File: config.mk
export PLATFORM = sky130hd
export DESIGN_NAME = alu_result_flat
export DESIGN_NICKNAME = d
export VERILOG_FILES = /design/src/hw/cpu_pkg.sv /design/src/hw/cpu_ctrl_if.sv /design/src/hw/alu_result.sv /design/src/flat_wrapper.sv
export SDC_FILE = /design/constraint.sdc
export NUM_CORES = 1
export LEC_CHECK = 0
export BUFFER_PORTS_ARGS = -buffer_cell sky130_fd_sc_hd__clkbuf_2
export CELL_PAD_IN_SITES_DETAIL_PLACEMENT = 1
export CELL_PAD_IN_SITES_GLOBAL_PLACEMENT = 2
export CORE_AREA = 3 3 90 92
export CTS_CLUSTER_DIAMETER = 100
export DETAILED_ROUTE_END_ITERATION = 7
export DIE_AREA = 0 0 93 95
export PLACE_DENSITY = 0.75
export SYNTH_ARGS = -nofsm -noshare
export SYNTH_HDL_FRONTEND = slang
export SYNTH_SLANG_ARGS = --single-unit
File: constraint.sdc
create_clock -name clk -period 3.6 [get_ports clk]
set_input_delay 0.72 -clock clk [delete_from_list [all_inputs] [get_ports clk]]
set_output_delay 0.72 -clock clk [all_outputs]
set_load 0.01 [all_outputs]
File: src/hw/cpu_pkg.sv
package cpu_pkg;

    localparam int DATA_W     = 16;
    localparam int REG_ADDR_W = 3;

    typedef logic [DATA_W-1:0]     word_t;
    typedef logic [REG_ADDR_W-1:0] reg_idx_t;

    // top three bits of the instruction, anything else runs as a no-op
    typedef enum logic [2:0] {
        OP_ALU  = 3'b101,
        OP_MOV  = 3'b110,
        OP_HALT = 3'b111
    } opcode_e;

    typedef enum logic [1:0] {
        ALU_ADD = 2'b00,
        ALU_AND = 2'b10,
        ALU_MVN = 2'b11
    } alu_op_e;

    // same field, read under OP_MOV
    localparam alu_op_e MOV_REG = ALU_ADD;
    localparam alu_op_e MOV_IMM = ALU_AND;

    typedef enum logic [1:0] {
        SH_NONE = 2'b00,
        SH_LSL  = 2'b01,
        SH_LSR  = 2'b10,
        SH_ASR  = 2'b11
    } shift_e;

    typedef enum logic [1:0] {
        SEL_RM = 2'b00,
        SEL_RD = 2'b01,
        SEL_RN = 2'b10
    } reg_sel_e;

    typedef enum logic {
        WB_RESULT = 1'b0, // register C
        WB_IMM8   = 1'b1
    } wb_sel_e;

    typedef enum logic [2:0] {
        FETCH, DECODE, LOAD_A, LOAD_B, EXEC, WRITE, HALT
    } state_e;

    typedef struct packed {
        opcode_e    opcode;
        alu_op_e    op;
        reg_idx_t   rn;
        logic [7:0] imm8;
    } instr_imm_t;

    typedef struct packed {
        opcode_e  opcode;
        alu_op_e  op;
        reg_idx_t rn;
        reg_idx_t rd;
        shift_e   shift;
        reg_idx_t rm;
    } instr_reg_t;

    typedef union packed {
        instr_imm_t imm;
        instr_reg_t rg;
    } instr_u;

endpackage
File: src/hw/cpu_ctrl_if.sv
interface cpu_ctrl_if;

    cpu_pkg::reg_sel_e reg_sel; // which field addresses the register file
    cpu_pkg::wb_sel_e  wb_sel;
    logic              w_en;
    logic              en_a;
    logic              en_b;
    logic              en_c;
    logic              sel_a;   // forces alu input a to zero
    cpu_pkg::alu_op_e  alu_op;

    modport seq (
        output reg_sel, wb_sel, w_en,
        output en_a, en_b, en_c,
        output sel_a, alu_op
    );

    modport dp (
        input reg_sel, wb_sel, w_en,
        input en_a, en_b, en_c,
        input sel_a, alu_op
    );

endinterface

File: src/hw/alu_result.sv
module alu_result (
    input  logic            clk,
    input  logic            rst_n,
    input  cpu_pkg::word_t  a_val,
    input  cpu_pkg::word_t  b_val,
    input  cpu_pkg::shift_e shift,
    cpu_ctrl_if.dp          ctrl,
    output cpu_pkg::word_t  result
);

    localparam int MSB = cpu_pkg::DATA_W - 1;

    cpu_pkg::word_t b_sh;
    cpu_pkg::word_t op_a;
    cpu_pkg::word_t alu_out;

    always_comb begin
        case (shift)
            cpu_pkg::SH_LSL: b_sh = {b_val[MSB-1:0], 1'b0};
            cpu_pkg::SH_LSR: b_sh = {1'b0, b_val[MSB:1]};
            cpu_pkg::SH_ASR: b_sh = {b_val[MSB], b_val[MSB:1]}; // keep sign
            default:         b_sh = b_val;
        endcase
    end

    assign op_a = ctrl.sel_a ? '0 : a_val;

    always_comb begin
        case (ctrl.alu_op)
            cpu_pkg::ALU_ADD: alu_out = op_a + b_sh; // carry dropped
            cpu_pkg::ALU_AND: alu_out = op_a & b_sh;
            cpu_pkg::ALU_MVN: alu_out = ~b_sh;
            default:          alu_out = '0;
        endcase
    end

    // register C, drives out and the writeback mux
    always_ff @(posedge clk) begin
        if (rst_n) begin
            result <= '0;
        end else if (ctrl.en_c) begin
            result <= alu_out;
        end
    end

endmodule

File: src/flat_wrapper.sv
// flat-port wrapper written by rule: the top's interface ports become plain ports
module alu_result_flat 
  (clk, rst_n, a_val, b_val, shift, result, ctrl_reg_sel, ctrl_wb_sel, ctrl_w_en, ctrl_en_a, ctrl_en_b, ctrl_en_c, ctrl_sel_a, ctrl_alu_op);
  cpu_ctrl_if ctrl_i ();
  input  logic clk;
  input  logic rst_n;
  input  cpu_pkg::word_t a_val;
  input  cpu_pkg::word_t b_val;
  input  cpu_pkg::shift_e shift;
  output cpu_pkg::word_t result;
  input wire logic [$bits(ctrl_i.reg_sel)-1:0] ctrl_reg_sel;
  input wire logic [$bits(ctrl_i.wb_sel)-1:0] ctrl_wb_sel;
  input wire logic [$bits(ctrl_i.w_en)-1:0] ctrl_w_en;
  input wire logic [$bits(ctrl_i.en_a)-1:0] ctrl_en_a;
  input wire logic [$bits(ctrl_i.en_b)-1:0] ctrl_en_b;
  input wire logic [$bits(ctrl_i.en_c)-1:0] ctrl_en_c;
  input wire logic [$bits(ctrl_i.sel_a)-1:0] ctrl_sel_a;
  input wire logic [$bits(ctrl_i.alu_op)-1:0] ctrl_alu_op;
  assign ctrl_i.reg_sel = ctrl_reg_sel;
  assign ctrl_i.wb_sel = ctrl_wb_sel;
  assign ctrl_i.w_en = ctrl_w_en;
  assign ctrl_i.en_a = ctrl_en_a;
  assign ctrl_i.en_b = ctrl_en_b;
  assign ctrl_i.en_c = ctrl_en_c;
  assign ctrl_i.sel_a = ctrl_sel_a;
  assign ctrl_i.alu_op = ctrl_alu_op;
  alu_result u_core (.clk(clk), .rst_n(rst_n), .a_val(a_val), .b_val(b_val), .shift(shift), .ctrl(ctrl_i), .result(result));
endmodule
==> run metrics <==
CTS root buffer clkbuf_8; CTS H-tree depth 1; worst skew pair latency around 0.25 ns; Die X about 93 µm; Iteration-0 DRC Markers 57; ys flop type dfxtp_1; Synth Area in Compound Gates between 30% and 40%; max incr delay on CP 0.41 ns; RSZ-0062 raised after global routing no; CTS resizes 0; Yosys Warn Count 0; post-route ant nets 0; multiplexer area fraction after synthesis approximately a tenth; Post-synth EDFFs 0; CTS Hold Bufs 0; CTS tree yes; post-synth cell types between 50 and 60; Synth Area in Simple Gates between 20% and 30%; required time worst endpoint ~3.8 ns; Ports 62; largest family of logic cells by synthesized area compound AO/OA/AOI/OAI gates; worst path arrival time 3.33 ns; Worst-Margin Slew ~0.68 ns; clock buffer depth 2; Initial Util between 20 and 30%; antenna violations before repair 0; total CTS buffers 3; most common cell after layout, fill and taps aside clkbuf_2; worst-path fanout max 6; sequential-to-total area share from yosys stat approximately 16%; Reg clk slew, reported paths 0.07 ns; Async S/R FF share, synth 0%; PwrDens between 200 and 300 nW/µm²; Nets ~400; maxcap violations 0; synthesized area per cell 7.16 µm²; GRT Total Usage around 15%; post-synthesis register bit count 16; fraction of layout cells with a size suffix above 1 22.3%; first-pass GRT wire length 10700 µm; outcome completed; Buffers on Ports 55; post-route insts no fill 426; Hold Fails Final Rpt 0; Core Region approximately 7300 µm²; critical path class input pin to flop; WL final 6530 µm; Adder-Cell Fraction of Synth Area 10.8%; Vias/cell 5.21; RePlAce Congestion around 0.84; placed insts between 400 and 500; TNS Setup 0 ns; diode count 0; max reg flops 16; Mapped Nets 347; fin crit period between 3 and 4 ns; Post-Syn Area just over 2000 µm²; most frequent cells in the layout 55 x clkbuf_2, 29 x nand2_1, 29 x a21oi_1; endpoints failing setup 0; xor/xnor share of the synthesized area approximately 3.4%; largest net degree at the start of global routing 35; Residual DRC 0; post-CTS setup buffer count 0; total iterations of the first detailed-routing run 4; Slowest cell on crit path fa_1; Mapped Cells 284; Routed wire per std cell between 15 and 20 µm; post-detail-place hpwl about 5300 µm; clk sinks 16; row count 31; Static Leak around 0.0011 µW; Worst Setup Slack, final approximately 0.44 ns; Reg with most FFs u_core.result; Max Transition Viols Final 0; pre-CTS setup slack approximately 0.17 ns; total congestion overflow 0; CP startpoint kind input pin; worst min-delay path category flop to flop; slew margin rel. between 50% and 60%; detailed-route via count ~2200; vias in the first global route approximately 2300; Worst VDD drop 0.116 mV; Max Fclk roughly 320 MHz; die height 95 µm; Fin Hold WS 0.468 ns; full die area slightly below 9000 µm²; Setup Skew 0 ns; crit-path cells clkbuf_2, nor2_1, a22o_1, ha_1, fa_1, a21o_1, a221oi_2, o21ai_2, o221ai_2, mux2_4, nor4_2; part of the cycle the worst path needs roughly 88%; synth-to-layout area growth 19.5%; Top Registers u_core.result x16; Worst setup EP type flop
==> layer usage <==
| layer | wire length, µm | part of all wire, % | GRT usage, % | vias to the layer above |
|---|---|---|---|---|
| met5 | 0 | 0 | 0 | - |
| met4 | 24 | 0.37 | 1.59 | 0 |
| met3 | 264 | 4.0 | 2.95 | 2 |
| met2 | 3300 | 50 | 27.9 | 42 |
| met1 | 2940 | 45 | 18.3 | 1047 |
| li1 | - | - | - | 1127 |
==> cell type report <==
| class | instances | area (µm²) |
|---|---|---|
| Fill cell | 967 | 4860 |
| Inverter | 6 | 22.5 |
| Multi-Input combinational cell | 241 | 1600 |
| Tap cell | 99 | 124 |
| Clock buffer | 4 | 55.1 |
| Sequential cell | 16 | 320 |
| Timing Repair Buffer | 60 | 313 |
==> cell usage after synthesis, types with 2 or more instances <==
cell,n,share of area [%]
mux2i_1,17,8.4
dfxtp_1,16,16
a221oi_1,6,2.6
xor2_1,4,1.7
nand4_1,2,0.62
a21o_1,5,1.8
o32ai_1,2,0.86
nand3_1,8,2.0
nor2b_1,16,4.9
buf_4,2,0.74
o22ai_1,2,0.62
or3_1,3,0.92
clkbuf_1,11,2.0
nor3_1,8,2.0
nor2_1,27,5.0
o21a_1,2,0.74
nand2_1,29,5.4
o21ai_0,22,5.4
inv_1,6,1.1
a211oi_1,6,2.2
xnor2_1,4,1.7
ha_1,16,9.8
buf_2,6,1.5
nor4_1,2,0.62
a21oi_1,29,7.1
o211ai_1,4,1.5
==> where the power goes <==
part / internal, µW / leakage, µW / switching, µW / total, µW
Sequential: 191 / 0.000132 / 6.87 / 198
Combinational: 132 / 0.000948 / 185 / 317
Clock: 97.1 / 0.0000288 / 66.0 / 163
==> path summary, 6_finish.rpt <==
check                                  startpoint  slack (ns)                 to  depth (start not counted)
worst max-delay path                     shift[0]        0.44  u_core.result[12]                         11
worst min-delay path            u_core.result[11]        0.47  u_core.result[11]                          2
worst max register to register  u_core.result[10]        2.70  u_core.result[10]                          3
worst min register to register  u_core.result[11]        0.47  u_core.result[11]                          2
==> cell families after synthesis <==
kind of cell,Yosys count
compound gates,94
fa+ha+maj,17
flops,16
mux,19
simple gates,103
xor+xnor,8
buf+inv,27
==> metrics by stage <==
step / instance area, µm² / total power [µW] / utilization [%]
CTS: 2430 / 690 / 33.3
finish: 2430 / 679 / 33.3
detailed placement: 2370 / 523 / 32.6
global route: 2430 / 737 / 33.3
floorplan: 2030 / 425 / -
global placement: 2370 / 517 / 32.6
==> critical path, delay by kind of cell <==
family          cells  cell delay, ns
compound gates      5            1.06
buf+inv             1            0.20
fa+ha+maj           2            0.65
simple gates        2            0.34
mux                 1            0.33
Power figures use the tool's default switching activity.
