File: config.mk
export PLATFORM = sky130hd
export DESIGN_NAME = instr_fetch
export DESIGN_NICKNAME = d
export VERILOG_FILES = /design/src/hw/cpu_pkg.sv /design/src/hw/instr_fetch.sv
export SDC_FILE = /design/constraint.sdc
export NUM_CORES = 2
export LEC_CHECK = 0
export BUFFER_PORTS_ARGS = -buffer_cell sky130_fd_sc_hd__buf_2
export CAP_MARGIN = 30
export CORE_MARGIN = 5
export CORE_UTILIZATION = 40
export CTS_BUF_LIST = sky130_fd_sc_hd__clkbuf_8
export CTS_CLUSTER_SIZE = 40
export DETAILED_ROUTE_END_ITERATION = 16
export SLEW_MARGIN = 20
export SYNTH_ARGS = -nofsm -noshare
export SYNTH_HDL_FRONTEND = slang
export SYNTH_SLANG_ARGS = --single-unit
File: constraint.sdc
create_clock -name clk -period 3.1 [get_ports clk]
set_input_delay 0.155 -clock clk [delete_from_list [all_inputs] [get_ports clk]]
set_output_delay 0.155 -clock clk [all_outputs]
set_load 0.02 [all_outputs]
File: src/hw/cpu_pkg.sv
package cpu_pkg;

    localparam int DATA_W     = 16;
    localparam int REG_ADDR_W = 3;

    typedef logic [DATA_W-1:0]     word_t;
    typedef logic [REG_ADDR_W-1:0] reg_idx_t;

    // top three bits of the instruction, anything else runs as a no-op
    typedef enum logic [2:0] {
        OP_ALU  = 3'b101,
        OP_MOV  = 3'b110,
        OP_HALT = 3'b111
    } opcode_e;

    typedef enum logic [1:0] {
        ALU_ADD = 2'b00,
        ALU_AND = 2'b10,
        ALU_MVN = 2'b11
    } alu_op_e;

    // same field, read under OP_MOV
    localparam alu_op_e MOV_REG = ALU_ADD;
    localparam alu_op_e MOV_IMM = ALU_AND;

    typedef enum logic [1:0] {
        SH_NONE = 2'b00,
        SH_LSL  = 2'b01,
        SH_LSR  = 2'b10,
        SH_ASR  = 2'b11
    } shift_e;

    typedef enum logic [1:0] {
        SEL_RM = 2'b00,
        SEL_RD = 2'b01,
        SEL_RN = 2'b10
    } reg_sel_e;

    typedef enum logic {
        WB_RESULT = 1'b0, // register C
        WB_IMM8   = 1'b1
    } wb_sel_e;

    typedef enum logic [2:0] {
        FETCH, DECODE, LOAD_A, LOAD_B, EXEC, WRITE, HALT
    } state_e;

    typedef struct packed {
        opcode_e    opcode;
        alu_op_e    op;
        reg_idx_t   rn;
        logic [7:0] imm8;
    } instr_imm_t;

    typedef struct packed {
        opcode_e  opcode;
        alu_op_e  op;
        reg_idx_t rn;
        reg_idx_t rd;
        shift_e   shift;
        reg_idx_t rm;
    } instr_reg_t;

    typedef union packed {
        instr_imm_t imm;
        instr_reg_t rg;
    } instr_u;

endpackage
File: src/hw/instr_fetch.sv
module instr_fetch #(
    parameter int ADDR_W = 8
) (
    input  logic              clk,
    input  logic              rst_n,
    input  logic [ADDR_W-1:0] start_pc,
    input  logic              prog_we,
    input  logic [ADDR_W-1:0] prog_addr,
    input  cpu_pkg::word_t    prog_data,
    input  logic              load_ir,
    output cpu_pkg::instr_u   ir
);

    cpu_pkg::word_t    mem [2**ADDR_W];
    logic [ADDR_W-1:0] pc;

    // program port, only used while reset is held
    always_ff @(posedge clk) begin
        if (prog_we) begin
            mem[prog_addr] <= prog_data;
        end
    end

    always_ff @(posedge clk) begin
        if (rst_n) begin
            pc <= start_pc; // rst_n high means reset
        end else if (load_ir) begin
            pc <= pc + 1'b1; // wraps at ADDR_W
        end
    end

    always_ff @(posedge clk) begin
        if (load_ir) begin
            ir <= mem[pc];
        end
    end

    // the running program may not be overwritten
    a_no_prog_in_run: assert property (
        @(posedge clk) !rst_n |-> !prog_we
    ) else $error("prog_we high while the core runs");

endmodule

==> run summary <==
========================================================================================================
Power density relative to cell area                                                          635 nW/um^2
Die outline height                                                                                644 um
Average via count per standard cell                                                                 5.84
GP Congestion                                                                                      0.923
Number of buffers inserted by port buffering                                                          51
Crit path time final                                                                             3440 ps
Worst IR drop on VDD                                                                          0.000476 V
Initial Util                                                                                       40.1%
Flip-flop and latch count after synthesis                                                           4120
Post-CTS clock slew at the launch and capture registers of the worst setup and hold paths          60 ps
Share of cells above drive strength 1                                                              33.6%
Violated checks                                                                             negative setup slack
Asr flop ratio synth                                                                                  0%
Outcome                                                                                     complete, but fails checks
Most common cell in the synthesized netlist                                                 sky130_fd_sc_hd__edfxtp_1
Synth Area in Simple Gates                                                                         1.40%
Reg-to-Reg End                                                                                    ir[15]
Clock buffers created by TritonCTS                                                                   641
Area of combinational cells with multiple inputs                                              34300 um^2
FF+latch area                                                                                124000 um^2
Nets@finish                                                                                         8651
Slew at the pin closest to its max-slew limit                                                    1290 ps
Number of max-slew violations in the final report                                                      0
Setup violators final                                                                                 16
Main combinational cell family by area after synthesis                                      multiplexers
Average wire per standard cell                                                                   32.9 um
Compound-gate portion of the synthesized area                                                      2.80%
EDFF count, synth                                                                                   4120
Hold Worst Slack                                                                                 73.7 ps
Cell leakage power                                                                               62.1 nW
Worst Reg-to-Reg Cells                                                                                11
TritonCTS clock tree                                                                                 yes
Count of maximum capacitance violations                                                                0
Synthesized Nets                                                                                    7173
Data required time at the worst endpoint                                                         4080 ps
Worst path max stage delay                                                                        590 ps
Total placed cells including tap cells                                                             13100
Main synth FF type                                                                          sky130_fd_sc_hd__edfxtp_1
Critical Path Start Type                                                                        register
Non-filler instance count after layout                                                             14400
Synthesized-area fraction occupied by xor and xnor cells                                         0.0327%
Number of H-tree branching levels                                                                      6
Count of boundary I/O pins                                                                            52
Number of clock sinks seen by CTS                                                                   4120
Top cells by instance count after synthesis                                                 4120 x sky130_fd_sc_hd__edfxtp_1, 773 x sky130_fd_sc_hd__mux4_2, 417 x sky130_fd_sc_hd__mux2i_1, 300 x sky130_fd_sc_hd__nor2_1, 181 x sky130_fd_sc_hd__mux4_1
Global-route wire length before repair                                                            661 mm
Worst min-delay path category                                                               primary input to register
Total Die Area                                                                               415000 um^2
Final Cycle Share                                                                                   111%
First element of the critical path                                                                 pc[0]
Data arrival time of the worst path                                                              4420 ps
Mean post-synth cell area                                                                      22.6 um^2
R2R setup slack                                                                                  -340 ps
Endpoint of the worst setup timing path                                                           ir[15]
Antenna violations before repair                                                                      28
Hold violation total from the final report                                                             0
Peak Freq                                                                                      0.291 GHz
Fill cell count                                                                                    32900
Worst flop-to-flop path startpoint                                                                 pc[0]
Count of routing violations after the opening detailed-route iteration                             10800
Yosys Warn Count                                                                                       0
Area of the core                                                                             402000 um^2
Clock root buffer                                                                           sky130_fd_sc_hd__clkbuf_8
Via count of the first global-routing pass                                                         83500
Vias                                                                                               84100
Synth top area cells                                                                        sky130_fd_sc_hd__edfxtp_1 77%, sky130_fd_sc_hd__mux4_2 11%, sky130_fd_sc_hd__mux4_1 3.0%, sky130_fd_sc_hd__mux2i_1 2.6%, sky130_fd_sc_hd__nor2_1 0.70%
Die width                                                                                         644 um
Mapped Cells                                                                                        7136
Proportion of synthesized chip area in sequential cells                                            76.9%
Type of the worst setup path                                                                register to register
Global-route usage over all layers                                                                 22.4%
Post-detailed-route DRC marker count                                                                   0
Site Rows                                                                                            233
Top-area cell type share of the netlist area                                                       76.9%
Depth of the critical timing path with buffers and inverters included                                 11
Library cells used by synthesis                                                                       78
Area grow syn2layout                                                                               17.4%
Combined buffer and inverter count along the critical path                                             5
Total global routing overflow                                                                          0
Number of detailed-routing iterations run before antenna repair                                        7
CP max-delay cell                                                                           sky130_fd_sc_hd__mux4_2
Adder-Cell Fraction of Synth Area                                                               0.00778%
Setup repair after global routing missed its margin                                                 true
Clk_lat worst skew                                                                               1240 ps
Detailed placer's ending HPWL                                                                     291 mm
WL final                                                                                          474 mm
Relative max-transition margin                                                                     14.2%
Sequence of cells on the critical path                                                      buf_6 -> buf_12 -> buf_12 -> buf_16 -> mux4_2 -> mux4_2 -> nand2_2 -> nand2_1 -> a311oi_4 -> buf_4 -> o32ai_1
Setup TNS                                                                                       -2870 ps
Clock Path Buffers                                                                                     4
Largest net degree at the start of global routing                                                    128
Crit path setup slack, layout                                                                    -340 ps
Final worst clock skew                                                                           85.2 ps
Number of antenna-violating nets in the routed design                                                  0
Share of synthesized area spent on multiplexers                                                    16.4%
Largest area contributor in the netlist                                                     sky130_fd_sc_hd__edfxtp_1
Family with the most delay on the worst path                                                multiplexers
Max FO, Critical Path                                                                                 14
Worst Setup End Kind                                                                            register
Mapped cell area                                                                             161000 um^2
========================================================================================================
## sequential cells by signal, indices dropped and copies added, names as in the netlist
| signal | flops |
|---|---|
| mem | 4096 |
| ir | 16 |
| pc | 8 |
## where the power goes
part | switching (mW) | internal [mW]
Sequential | 0.175 | 61.5
Combinational | 9.40 | 6.66
Clock | 21.3 | 20.9
Total | 30.9 | 89.1
## through the flow
stage / util [%] / worst slack, ps / total power, mW / instance area, um^2
global route: 47.0 / -345 / 124 / 189000
global placement: 43.4 / -947 / 77.7 / 175000
floorplan: - / 457 / 70.3 / 161000
finish: 47.0 / -340 / 120 / 189000
detailed placement: 43.4 / -967 / 77.8 / 175000
CTS: 46.9 / -263 / 120 / 188000
## worst min-delay path by stage
stage | startpoint | endpoint | depth (start not counted)
after floorplan | prog_data[0] | mem[0][0] | 0
after global placement | start_pc[6] | pc[6] | 3
after detailed placement | start_pc[6] | pc[6] | 3
after CTS | prog_data[5] | mem[106][5] | 2
after global routing | prog_data[5] | mem[110][5] | 2
final | prog_data[13] | mem[7][13] | 2
## placed cells by master (no fill, tap or decap), types with 16 or more instances in the layout
cell,n
sky130_fd_sc_hd__a21oi_1,146
sky130_fd_sc_hd__buf_16,26
sky130_fd_sc_hd__dlygate4sd3_1,68
sky130_fd_sc_hd__buf_4,909
sky130_fd_sc_hd__o21ai_0,76
sky130_fd_sc_hd__nor2_2,128
sky130_fd_sc_hd__edfxtp_1,4120
sky130_fd_sc_hd__a221oi_1,74
sky130_fd_sc_hd__o22ai_1,35
sky130_fd_sc_hd__a221oi_2,21
sky130_fd_sc_hd__mux4_2,791
sky130_fd_sc_hd__mux4_1,163
sky130_fd_sc_hd__clkbuf_8,647
sky130_fd_sc_hd__buf_2,35
sky130_fd_sc_hd__buf_8,27
sky130_fd_sc_hd__mux2i_1,404
sky130_fd_sc_hd__o221ai_1,42
sky130_fd_sc_hd__nor2_1,169
sky130_fd_sc_hd__a211oi_1,22
sky130_fd_sc_hd__inv_8,18
sky130_fd_sc_hd__clkinv_2,59
sky130_fd_sc_hd__diode_2,22
sky130_fd_sc_hd__buf_12,166
sky130_fd_sc_hd__nand3_1,25
sky130_fd_sc_hd__o21ai_1,32
sky130_fd_sc_hd__nand2_1,133
sky130_fd_sc_hd__clkinv_1,162
sky130_fd_sc_hd__a22oi_1,51
sky130_fd_sc_hd__buf_6,29
sky130_fd_sc_hd__bufinv_16,16
sky130_fd_sc_hd__inv_1,200
## cell families (layout without fill, tap and decap cells)
kind of cell    after synthesis  after routing
fa+ha+maj                     1              1
mux                        1378           1378
flops                      4120           4120
xor+xnor                      6              6
other cells                   0             22
compound gates              651            651
simple gates                544            544
buf+inv                     436           2404
## metal layers
metal	share of wire (%)	GRT usage, %	vias up
met2	47	35.1	4746
met4	4.3	8.51	6
li1	-	-	33500
met1	39	31.2	45000
met3	9.5	4.43	885
met5	0.0074	0	-
## repair_timing
item                                   in CTS  in global routing
setup endpoints to repair                  16                 16
endpoints found under the hold margin    5829                  9
pin swaps                                  28                 23
hold buffers                               68                  1
buffers inserted                           48                 18
resized for setup                         194                 81
gates cloned                               13                  0
## worst reg2reg max path, stage by stage, from the launching register on
cell and delay, ps:
sky130_fd_sc_hd__edfxtp_1 350, sky130_fd_sc_hd__buf_6 140, sky130_fd_sc_hd__buf_12 180, sky130_fd_sc_hd__buf_12 160
sky130_fd_sc_hd__buf_16 170, sky130_fd_sc_hd__mux4_2 610, sky130_fd_sc_hd__mux4_2 590, sky130_fd_sc_hd__nand2_2 130
sky130_fd_sc_hd__nand2_1 100, sky130_fd_sc_hd__a311oi_4 530, sky130_fd_sc_hd__buf_4 220, sky130_fd_sc_hd__o32ai_1 60
## area by class of cell
class	instances	area share, %
diodes	22	0.0291
clock buffers	646	4.71
clock inverters	487	1.43
inverters	7	0.0179
multi-input cells	2580	18.2
flip-flops and latches	4120	65.5
well taps	5287	3.50
repair buffers	1264	6.65
No activity file was read; power rests on OpenSTA's default activity.
