===== config.mk =====
export PLATFORM = sky130hd
export DESIGN_NAME = control_fsm_flat
export DESIGN_NICKNAME = d
export VERILOG_FILES = /design/src/hw/cpu_pkg.sv /design/src/hw/cpu_ctrl_if.sv /design/src/hw/control_fsm.sv /design/src/flat_wrapper.sv
export SDC_FILE = /design/constraint.sdc
export NUM_CORES = 1
export LEC_CHECK = 0
export ABC_AREA = 1
export BUFFER_PORTS_ARGS = -buffer_cell sky130_fd_sc_hd__buf_2
export CAP_MARGIN = 0
export CORE_AREA = 8 8 45 47
export CTS_BUF_LIST = sky130_fd_sc_hd__clkbuf_16
export CTS_CLUSTER_SIZE = 16
export DETAILED_ROUTE_END_ITERATION = 10
export DIE_AREA = 0 0 53 55
export MAX_ROUTING_LAYER = met4
export SLEW_MARGIN = 10
export SYNTH_ARGS = -nofsm -noshare
export SYNTH_HDL_FRONTEND = slang
export SYNTH_SLANG_ARGS = --single-unit

===== constraint.sdc =====
create_clock -name clk -period 3.18 [get_ports clk]
set_clock_uncertainty 0.15 [all_clocks]
set_input_delay 0.159 -clock clk [delete_from_list [all_inputs] [get_ports clk]]
set_output_delay 0.159 -clock clk [all_outputs]
set_load 0.01 [all_outputs]

===== src/hw/cpu_pkg.sv =====
package cpu_pkg;

    localparam int DATA_W     = 16;
    localparam int REG_ADDR_W = 3;

    typedef logic [DATA_W-1:0]     word_t;
    typedef logic [REG_ADDR_W-1:0] reg_idx_t;

    // top three bits of the instruction, anything else runs as a no-op
    typedef enum logic [2:0] {
        OP_ALU  = 3'b101,
        OP_MOV  = 3'b110,
        OP_HALT = 3'b111
    } opcode_e;

    typedef enum logic [1:0] {
        ALU_ADD = 2'b00,
        ALU_AND = 2'b10,
        ALU_MVN = 2'b11
    } alu_op_e;

    // same field, read under OP_MOV
    localparam alu_op_e MOV_REG = ALU_ADD;
    localparam alu_op_e MOV_IMM = ALU_AND;

    typedef enum logic [1:0] {
        SH_NONE = 2'b00,
        SH_LSL  = 2'b01,
        SH_LSR  = 2'b10,
        SH_ASR  = 2'b11
    } shift_e;

    typedef enum logic [1:0] {
        SEL_RM = 2'b00,
        SEL_RD = 2'b01,
        SEL_RN = 2'b10
    } reg_sel_e;

    typedef enum logic {
        WB_RESULT = 1'b0, // register C
        WB_IMM8   = 1'b1
    } wb_sel_e;

    typedef enum logic [2:0] {
        FETCH, DECODE, LOAD_A, LOAD_B, EXEC, WRITE, HALT
    } state_e;

    typedef struct packed {
        opcode_e    opcode;
        alu_op_e    op;
        reg_idx_t   rn;
        logic [7:0] imm8;
    } instr_imm_t;

    typedef struct packed {
        opcode_e  opcode;
        alu_op_e  op;
        reg_idx_t rn;
        reg_idx_t rd;
        shift_e   shift;
        reg_idx_t rm;
    } instr_reg_t;

    typedef union packed {
        instr_imm_t imm;
        instr_reg_t rg;
    } instr_u;

endpackage

===== src/hw/cpu_ctrl_if.sv =====
interface cpu_ctrl_if;

    cpu_pkg::reg_sel_e reg_sel; // which field addresses the register file
    cpu_pkg::wb_sel_e  wb_sel;
    logic              w_en;
    logic              en_a;
    logic              en_b;
    logic              en_c;
    logic              sel_a;   // forces alu input a to zero
    cpu_pkg::alu_op_e  alu_op;

    modport seq (
        output reg_sel, wb_sel, w_en,
        output en_a, en_b, en_c,
        output sel_a, alu_op
    );

    modport dp (
        input reg_sel, wb_sel, w_en,
        input en_a, en_b, en_c,
        input sel_a, alu_op
    );

endinterface


===== src/hw/control_fsm.sv =====
module control_fsm (
    input  logic              clk,
    input  logic              rst_n,
    input  cpu_pkg::opcode_e  opcode,
    input  cpu_pkg::alu_op_e  op,
    cpu_ctrl_if.seq           ctrl,
    output logic              load_ir,
    output logic              halted
);

    cpu_pkg::state_e  state;
    cpu_pkg::state_e  next_state;
    cpu_pkg::alu_op_e alu_op_q;
    cpu_pkg::alu_op_e alu_op_d;
    logic             mov_imm_q;
    logic             mov_imm_d;
    logic             zero_a_q;
    logic             zero_a_d;

    always_comb begin
        next_state = state;
        mov_imm_d  = (opcode == cpu_pkg::OP_MOV) && (op == cpu_pkg::MOV_IMM);
        zero_a_d   = (opcode == cpu_pkg::OP_MOV) || (op == cpu_pkg::ALU_MVN);
        alu_op_d   = (opcode == cpu_pkg::OP_MOV) ? cpu_pkg::ALU_ADD : op; // mov reg is 0 + b
        case (state)
            cpu_pkg::FETCH:  next_state = cpu_pkg::DECODE;
            cpu_pkg::DECODE: begin
                case (opcode)
                    cpu_pkg::OP_MOV: begin
                        if (op == cpu_pkg::MOV_IMM) next_state = cpu_pkg::WRITE;
                        else if (op == cpu_pkg::MOV_REG) next_state = cpu_pkg::LOAD_B;
                        else next_state = cpu_pkg::FETCH;
                    end
                    cpu_pkg::OP_ALU: begin
                        if (op == cpu_pkg::ALU_MVN) next_state = cpu_pkg::LOAD_B;
                        else if (op == cpu_pkg::ALU_ADD || op == cpu_pkg::ALU_AND)
                            next_state = cpu_pkg::LOAD_A;
                        else next_state = cpu_pkg::FETCH; // cmp
                    end
                    cpu_pkg::OP_HALT: next_state = cpu_pkg::HALT;
                    default:          next_state = cpu_pkg::FETCH; // no-op encodings
                endcase
            end
            cpu_pkg::LOAD_A: next_state = cpu_pkg::LOAD_B;
            cpu_pkg::LOAD_B: next_state = cpu_pkg::EXEC;
            cpu_pkg::EXEC:   next_state = cpu_pkg::WRITE;
            cpu_pkg::WRITE:  next_state = cpu_pkg::FETCH;
            cpu_pkg::HALT:   next_state = cpu_pkg::HALT;
            default:         next_state = cpu_pkg::FETCH;
        endcase
    end

    always_ff @(posedge clk) begin
        if (rst_n) begin
            state     <= cpu_pkg::FETCH;
            alu_op_q  <= cpu_pkg::ALU_ADD;
            mov_imm_q <= 1'b0;
            zero_a_q  <= 1'b0;
        end else begin
            state <= next_state;
            if (state == cpu_pkg::DECODE) begin // path fixed here
                alu_op_q  <= alu_op_d;
                mov_imm_q <= mov_imm_d;
                zero_a_q  <= zero_a_d;
            end
        end
    end

    assign load_ir     = (state == cpu_pkg::FETCH);
    assign halted      = (state == cpu_pkg::HALT);
    assign ctrl.alu_op = alu_op_q;
    assign ctrl.en_a   = (state == cpu_pkg::LOAD_A);
    assign ctrl.en_b   = (state == cpu_pkg::LOAD_B);
    assign ctrl.en_c   = (state == cpu_pkg::EXEC);
    assign ctrl.sel_a  = (state == cpu_pkg::EXEC) && zero_a_q;
    assign ctrl.w_en   = (state == cpu_pkg::WRITE);
    assign ctrl.wb_sel = mov_imm_q ? cpu_pkg::WB_IMM8 : cpu_pkg::WB_RESULT;

    always_comb begin
        case (state)
            cpu_pkg::LOAD_A: ctrl.reg_sel = cpu_pkg::SEL_RN;
            cpu_pkg::LOAD_B: ctrl.reg_sel = cpu_pkg::SEL_RM;
            cpu_pkg::WRITE:  ctrl.reg_sel = mov_imm_q ? cpu_pkg::SEL_RN : cpu_pkg::SEL_RD;
            default:         ctrl.reg_sel = cpu_pkg::SEL_RM;
        endcase
    end

    a_halt_sticky: assert property (
        @(posedge clk) disable iff (rst_n)
        state == cpu_pkg::HALT |=> state == cpu_pkg::HALT
    ) else $error("left HALT without reset");

    // C must not move while the register file takes it
    a_no_wr_and_exec: assert property (
        @(posedge clk) !(ctrl.w_en && ctrl.en_c)
    ) else $error("w_en and en_c high together");

endmodule


===== src/flat_wrapper.sv =====
// flat-port wrapper written by rule: the top's interface ports become plain ports
module control_fsm_flat 
  (clk, rst_n, opcode, op, load_ir, halted, ctrl_reg_sel, ctrl_wb_sel, ctrl_w_en, ctrl_en_a, ctrl_en_b, ctrl_en_c, ctrl_sel_a, ctrl_alu_op);
  cpu_ctrl_if ctrl_i ();
  input  logic clk;
  input  logic rst_n;
  input  cpu_pkg::opcode_e opcode;
  input  cpu_pkg::alu_op_e op;
  output logic load_ir;
  output logic halted;
  output wire logic [$bits(ctrl_i.reg_sel)-1:0] ctrl_reg_sel;
  output wire logic [$bits(ctrl_i.wb_sel)-1:0] ctrl_wb_sel;
  output wire logic [$bits(ctrl_i.w_en)-1:0] ctrl_w_en;
  output wire logic [$bits(ctrl_i.en_a)-1:0] ctrl_en_a;
  output wire logic [$bits(ctrl_i.en_b)-1:0] ctrl_en_b;
  output wire logic [$bits(ctrl_i.en_c)-1:0] ctrl_en_c;
  output wire logic [$bits(ctrl_i.sel_a)-1:0] ctrl_sel_a;
  output wire logic [$bits(ctrl_i.alu_op)-1:0] ctrl_alu_op;
  assign ctrl_reg_sel = ctrl_i.reg_sel;
  assign ctrl_wb_sel = ctrl_i.wb_sel;
  assign ctrl_w_en = ctrl_i.w_en;
  assign ctrl_en_a = ctrl_i.en_a;
  assign ctrl_en_b = ctrl_i.en_b;
  assign ctrl_en_c = ctrl_i.en_c;
  assign ctrl_sel_a = ctrl_i.sel_a;
  assign ctrl_alu_op = ctrl_i.alu_op;
  control_fsm u_core (.clk(clk), .rst_n(rst_n), .opcode(opcode), .op(op), .ctrl(ctrl_i), .load_ir(load_ir), .halted(halted));
endmodule

==> impl_metrics.csv, run 1 <==
group,metric,value,unit
outcome,outcome,"complete, no violations",
clock_network,ctsResizeCount,0,
logic_synthesis,synth_nets,78,
layout,fin_util,0.4458,
routing,firstDrtPassIters,4,
routing,avgRoutedWirePerCell,9.661,µm
grt,grtUsageMet1,0.07915,
logic_synthesis,synth_cells,71,
critical_path,crit_end,"ctrl_reg_sel[1]",
power,peakVddDrop,398.5,µV
layout,synthToLayoutAreaGrowth,43.73,%
power,seq_power_share,0.287,
logic_synthesis,ys_warn_count,0,
sta,finalSetupViolCount,0,
clock_network,cts-root-buf,"clkbuf_16",
placed_design,dp_cells,104,
logic_synthesis,synth_async_sr_flop_share,0,
sta,fin_crit,1.515,ns
logic_synthesis,synth_edf_count,0,
power,swShare,0.2235,
routing,drt_iter0_markers,12,
sta,tightestPinTransition,0.3438,ns
sta,rsz0062_at_grt,"no",
placed_design,place_ws,1.898,ns
critical_path,cp_max_fo,9,
layout,multi_input_area,232.7,µm²
logic_synthesis,synth-seq-cells,7,
logic_synthesis,synthFlopType,"dfxtp_1",
logic_synthesis,synth_top_area_frac,0.3265,
placed_design,dp_hpwl,865.1,µm
sta,tns,0,ns
clock_network,path_clk_slew,0.04,ns
power,clock_power_share,0.577,
sta,max_freq,660.1,MHz
logic_synthesis,synth.avg_cell_area,6.045,µm²
logic_synthesis,synthTopCellsByArea,"dfxtp_1 33%, nand2_1 17%, a21oi_1 10%",
power,combPwrFrac,0.135,
layout,antennaDiodeCount,0,
layout,nNetsFinal,101,
critical_path,r2r_end,"u_core.mov_imm_q",
logic_synthesis,ys_seq_area_frac,0.3265,
grt,first_global_vias,434,
sta,fin_crit_sh,0.4764,
layout,drive_gt1_frac,0.2581,
clock_network,insertion_delay,0.23,ns
logic_synthesis,synthesis.area,429.2,µm²
clock_network,htreeDepth,1,
grt,use_met2,0.1211,
critical_path,start_kind,"flop",
critical_path,critPathArrivalTime,1.21,ns
sta,drv_slew,0,
clock_network,cts_buffers,3,
die,die_w,53,µm
logic_synthesis,synth_area_leader_cell,"dfxtp_1",
die,rows,14,
clock_network,numClockSinks,7,
logic_synthesis,yosysMostFrequentCell,"nand2_1",
die,die_y,55,µm
job,drv_cap,0,
grt,grt_max_degree,11,
power,intPower,278.4,µW
critical_path,r2r_slack,1.94,ns
layout,fillers,152,
placed_design,gp_congestion,0.7372,
routing,wl,1053,µm
clock_network,cts_buffer_depth,2,
logic_synthesis,synthTopCellsByCount,"19 x nand2_1, 11 x inv_1, 10 x nor2_1",
critical_path,endpoint_kind,"primary output",
critical_path,r2r_start,"u_core.state[0]",
die,core_area,0.001384,mm²
power,switchingPower,80.12,µW
die,dieArea,0.002915,mm²
routing,vias,499,
sta,maxSlewHeadroom,0.7700,
worst_hold_path,hold_path_class,"in2reg",
critical_path,ff2ff_path_depth,4,
grt,grt_pass1_wl,1649,µm
sta,setup_ws,1.665,ns
grt,globalRoute.totalOverflow,0,
logic_synthesis,synth.distinct_cells,13,
grt,antenna_found_initial,0,
critical_path,crit_type,"reg2out",
layout,final_cells,109,
sta,hold_violations,0,
layout,stdcell_area,616.8,µm²
die,initial_core_util,0.3101,
layout,seqCellArea,140.1,µm²
power,power.leakage,0.3486,nW
clock_network,cts_tree,"yes",
placed_design,io_buffers,18,
die,io_pins,19,
grt,top_usage_layer,"met2",
routing,ant_nets,0,
grt,gr-usage-met3,0.04011,
power,powerDensity,581.2,mW/mm²
critical_path,cp.required,2.87,ns
placed_design,placed_area,528.0,µm²
critical_path,critPathLaunch,"u_core.state[2]",
grt,grt_use_total,0.07606,
routing,vias_per_cell,4.578,
routing,drc,0,
## placed cells by master (no fill, tap or decap)
cell type	n
o21ai_0	7
nand3_1	2
inv_2	1
nor2_1	10
nor3_1	1
nor3_4	1
nor2_2	1
dfxtp_1	7
buf_2	18
a21oi_1	9
inv_1	12
nand2_1	19
dlygate4sd3_1	1
clkbuf_16	3
and3_1	1
## stage by stage
stage / hold slack (ns) / power, mW
after floorplan: 0.07807 / 0.1344
after global placement: 0.1804 / 0.1524
after detailed placement: 0.1860 / 0.1525
after CTS: 0.08042 / 0.3638
after global routing: 0.08830 / 0.3763
final: 0.07776 / 0.3585
## routing by layer
metal	up-vias	routed length [µm]
met3	0	92
met2	11	516
met4	0	0
met1	219	444
met5	-	0
li1	269	-
## power groups by stage
stage | Sequential (mW) | Clock (mW) | Combinational (mW)
floorplan | 0.104 | 0 | 0.0304
global placement | 0.105 | 0 | 0.0477
detailed placement | 0.104 | 0 | 0.0481
CTS | 0.103 | 0.211 | 0.0492
global route | 0.105 | 0.217 | 0.0552
finish | 0.103 | 0.207 | 0.0484
## logic make-up (layout without fill, tap and decap cells)
kind of cell    Yosys count  count (layout)  share of synthesized area
compound gates           16              16                     0.1866
simple gates             35              35                     0.3557
flops                     7               7                     0.3265
buf+inv                  13              35                     0.1312
## repair_timing
| action | in CTS | in global routing |
|---|---|---|
| hold buffers | 1 | 0 |
| hold endpoints to repair | 1 | 0 |
| buffers inserted | 0 | 0 |
## worst min-delay path by stage
| stage | from | end | slack, ns | cells past startpoint |
|---|---|---|---|---|
| CTS | op[1] | u_core.ctrl.alu_op[1] | 0.08 | 3 |
| finish | op[1] | u_core.ctrl.alu_op[1] | 0.08 | 3 |
| detailed placement | rst_n | u_core.state[1] | 0.19 | 2 |
| global route | op[1] | u_core.ctrl.alu_op[1] | 0.09 | 3 |
| floorplan | rst_n | u_core.state[1] | 0.08 | 1 |
| global placement | rst_n | u_core.state[1] | 0.18 | 2 |
## sequential cells by signal (all words and copies together) (netlist names)
register	cells
u_core.ctrl.alu_op	2
u_core.mov_imm_q	1
u_core.state	3
u_core.zero_a_q	1
## worst max-delay path: stages, from the launching register on
cell	delay, ns
dfxtp_1	0.49
nand3_1	0.14
inv_1	0.09
nand2_1	0.04
o21ai_0	0.07
buf_2	0.15
## final cells by class
class	count	area share
clock buffers	3	0.1217
well taps	16	0.03245
multi-input cells	51	0.3773
flip-flops and latches	7	0.2272
inverters	12	0.07302
clock inverters	1	0.006085
repair buffers	19	0.1623
Power figures use the tool's default switching activity.
==> run 2: changes to the inputs <==
==> constraint.sdc (replaced) <==
create_clock -name clk -period 1.5 [get_ports clk]
set_clock_uncertainty 0.15 [all_clocks]
set_input_delay 0.075 -clock clk [delete_from_list [all_inputs] [get_ports clk]]
set_output_delay 0.075 -clock clk [all_outputs]
set_load 0.01 [all_outputs]
==> run 2 against run 1 <==
Against the previous run: critical path depth did not move; wire length rose by 18%; critical endpoint unchanged; first-iteration DRC count down 8.3%; largest cell class unchanged; count of clock-buffer cells in the layout did not move; sequential share of layout area shrank 0.054 points; largest power group unchanged; clock power is 110% higher; combinational power up 120%; non-clock buffer count is 1 higher; via count is 2.6% higher; die area unchanged; utilization increased by 0.90 points; global-route usage is 1.6 points higher.
==> impl_metrics.csv, run 2 (same netlist as run 1, synthesis figures left out) <==
group,metric,value,unit
outcome,outcome,"complete, no violations",
die,io_pins,19,
die,dieArea,0.002915,mm²
grt,globalRoute.totalOverflow,0,
routing,avgRoutedWirePerCell,11.32,µm
sta,max_freq,747.3,MHz
worst_hold_path,hold_path_class,"in2reg",
sta,fin_crit,1.338,ns
critical_path,cp_max_fo,9,
die,core_area,0.001384,mm²
layout,largest_reg_flops,3,
die,initial_core_util,0.3101,
clock_network,cts-root-buf,"clkbuf_16",
critical_path,start_kind,"flop",
routing,wl,1245,µm
sta,maxSlewHeadroom,0.7666,
grt,first_global_vias,484,
grt,grt_use_total,0.09250,
clock_network,insertion_delay,0.23,ns
critical_path,path_delay_family,"flip-flops",
power,peakVddDrop,640.7,µV
clock_network,post_cts_buffers,0,
die,die_y,55,µm
die,die_w,53,µm
sta,fin_crit_sh,0.8921,
clock_network,htreeDepth,1,
sta,drv_slew,0,
grt,grt_pass1_wl,1966,µm
routing,drt_iter0_markers,11,
layout,layout_common_cells,"19 x nand2_1, 18 x buf_2, 12 x inv_1",
critical_path,slowest_stage,"dfxtp_2",
grt,antenna_found_initial,0,
sta,hold_violations,0,
placed_design,gp_congestion,0.7702,
clock_network,path_clk_slew,0.03,ns
routing,vias,512,
clock_network,cts_buffers,3,
critical_path,endpoint_kind,"primary output",
die,rows,14,
routing,vias_per_cell,4.655,
routing,ant_nets,0,
layout,mostFrequentLayoutCell,"nand2_1",
job,drv_cap,0,
critical_path,cp.required,1.27,ns
placed_design,io_buffers,18,
critical_path,critPathArrivalTime,1.11,ns
sta,finalSetupViolCount,0,
layout,largest_register,"u_core.state",
clock_network,numClockSinks,7,
power,powerDensity,1225,mW/mm²
clock_network,cts_tree,"yes",
critical_path,crit_type,"reg2out",
sta,rsz0062_at_grt,"no",
grt,grt_max_degree,11,
layout,antennaDiodeCount,0,
critical_path,slowest_delay,0.42,ns
layout,nNetsFinal,102,
sta,tightestPinTransition,0.3489,ns
critical_path,path_buf_inv,2,
layout,drive_gt1_frac,0.2766,
placed_design,dp_hpwl,870.7,µm
critical_path,path_cells,"nand3_1, inv_1, nand2_1, o21ai_0, buf_2",
sta,tns,0,ns
routing,firstDrtPassIters,5,
clock_network,cts_buffer_depth,2,
layout,synthToLayoutAreaGrowth,46.65,%
power,power.leakage,0.3537,nW
routing,drc,0,
layout,fin_util,0.4548,
[run 2: where the power goes]
group / switching (mW) / total [mW] / internal, mW / leakage (nW)
combinational: 0.0642 / 0.107 / 0.0425 / 0.253
clock: 0.0971 / 0.443 / 0.346 / 0.0423
sequential: 0.0164 / 0.221 / 0.204 / 0.0586
total: 0.178 / 0.771 / 0.593 / 0.354
[run 2: per-layer routing]
metal,routed length [µm],share of wire,vias to the layer above,global-route usage
met4,31,0.025,0,0.04741
met3,79,0.063,4,0.03743
met1,508,0.41,230,0.08702
met2,625,0.50,11,0.1602
met5,0,0,-,-
li1,-,-,267,-
[run 2: area by class of cell]
| type | count | area, µm² |
|---|---|---|
| well taps | 16 | 20.02 |
| repair buffers | 20 | 110.1 |
| multi-input cells | 51 | 232.7 |
| inverters | 12 | 45.04 |
| flip-flops and latches | 7 | 142.6 |
| clock buffers | 3 | 75.07 |
| fillers | 145 | 754.5 |
| clock inverters | 1 | 3.754 |
[run 2: worst paths after layout]
| check | depth (start not counted) | slack [ns] | to | start |
|---|---|---|---|---|
| worst max-delay path | 5 | 0.16 | ctrl_reg_sel[1] | u_core.state[2] |
| worst min-delay path | 3 | 0.003 | u_core.ctrl.alu_op[0] | op[0] |
| worst max register to register | 4 | 0.22 | u_core.zero_a_q | u_core.state[0] |
| worst min register to register | 2 | 0.38 | u_core.ctrl.alu_op[0] | u_core.ctrl.alu_op[0] |
[run 2: worst register-to-register path: cells and delay by family (launching register included)]
| kind | cells | cell delay (ns) |
|---|---|---|
| DFF | 1 | 0.40 |
| and+or+nand+nor | 1 | 0.29 |
| AOI/OAI and AO/OA | 2 | 0.28 |
| buffers and inverters | 1 | 0.09 |
[run 2: what timing repair did]
action,CTS,global route
hold buffers,2,0
endpoints found under the hold margin,2,0
resized for setup,0,2
endpoints found under the setup margin,0,1
[run 2: stage by stage]
step	instance area, µm²	worst slack [ns]	cells	total power [mW]	hold slack [ns]
3_3_place_gp	528.0	0.2810	104	0.3216	0.09703
3_5_place_dp	528.0	0.2727	104	0.3229	0.1002
6_report	629.4	0.1618	110	0.7707	0.002915
5_1_grt	629.4	0.06467	110	0.8063	0.02066
2_1_floorplan	429.2	0.3761	71	0.2849	-0.005934
4_1_cts	626.9	0.04204	110	0.7737	0.009109
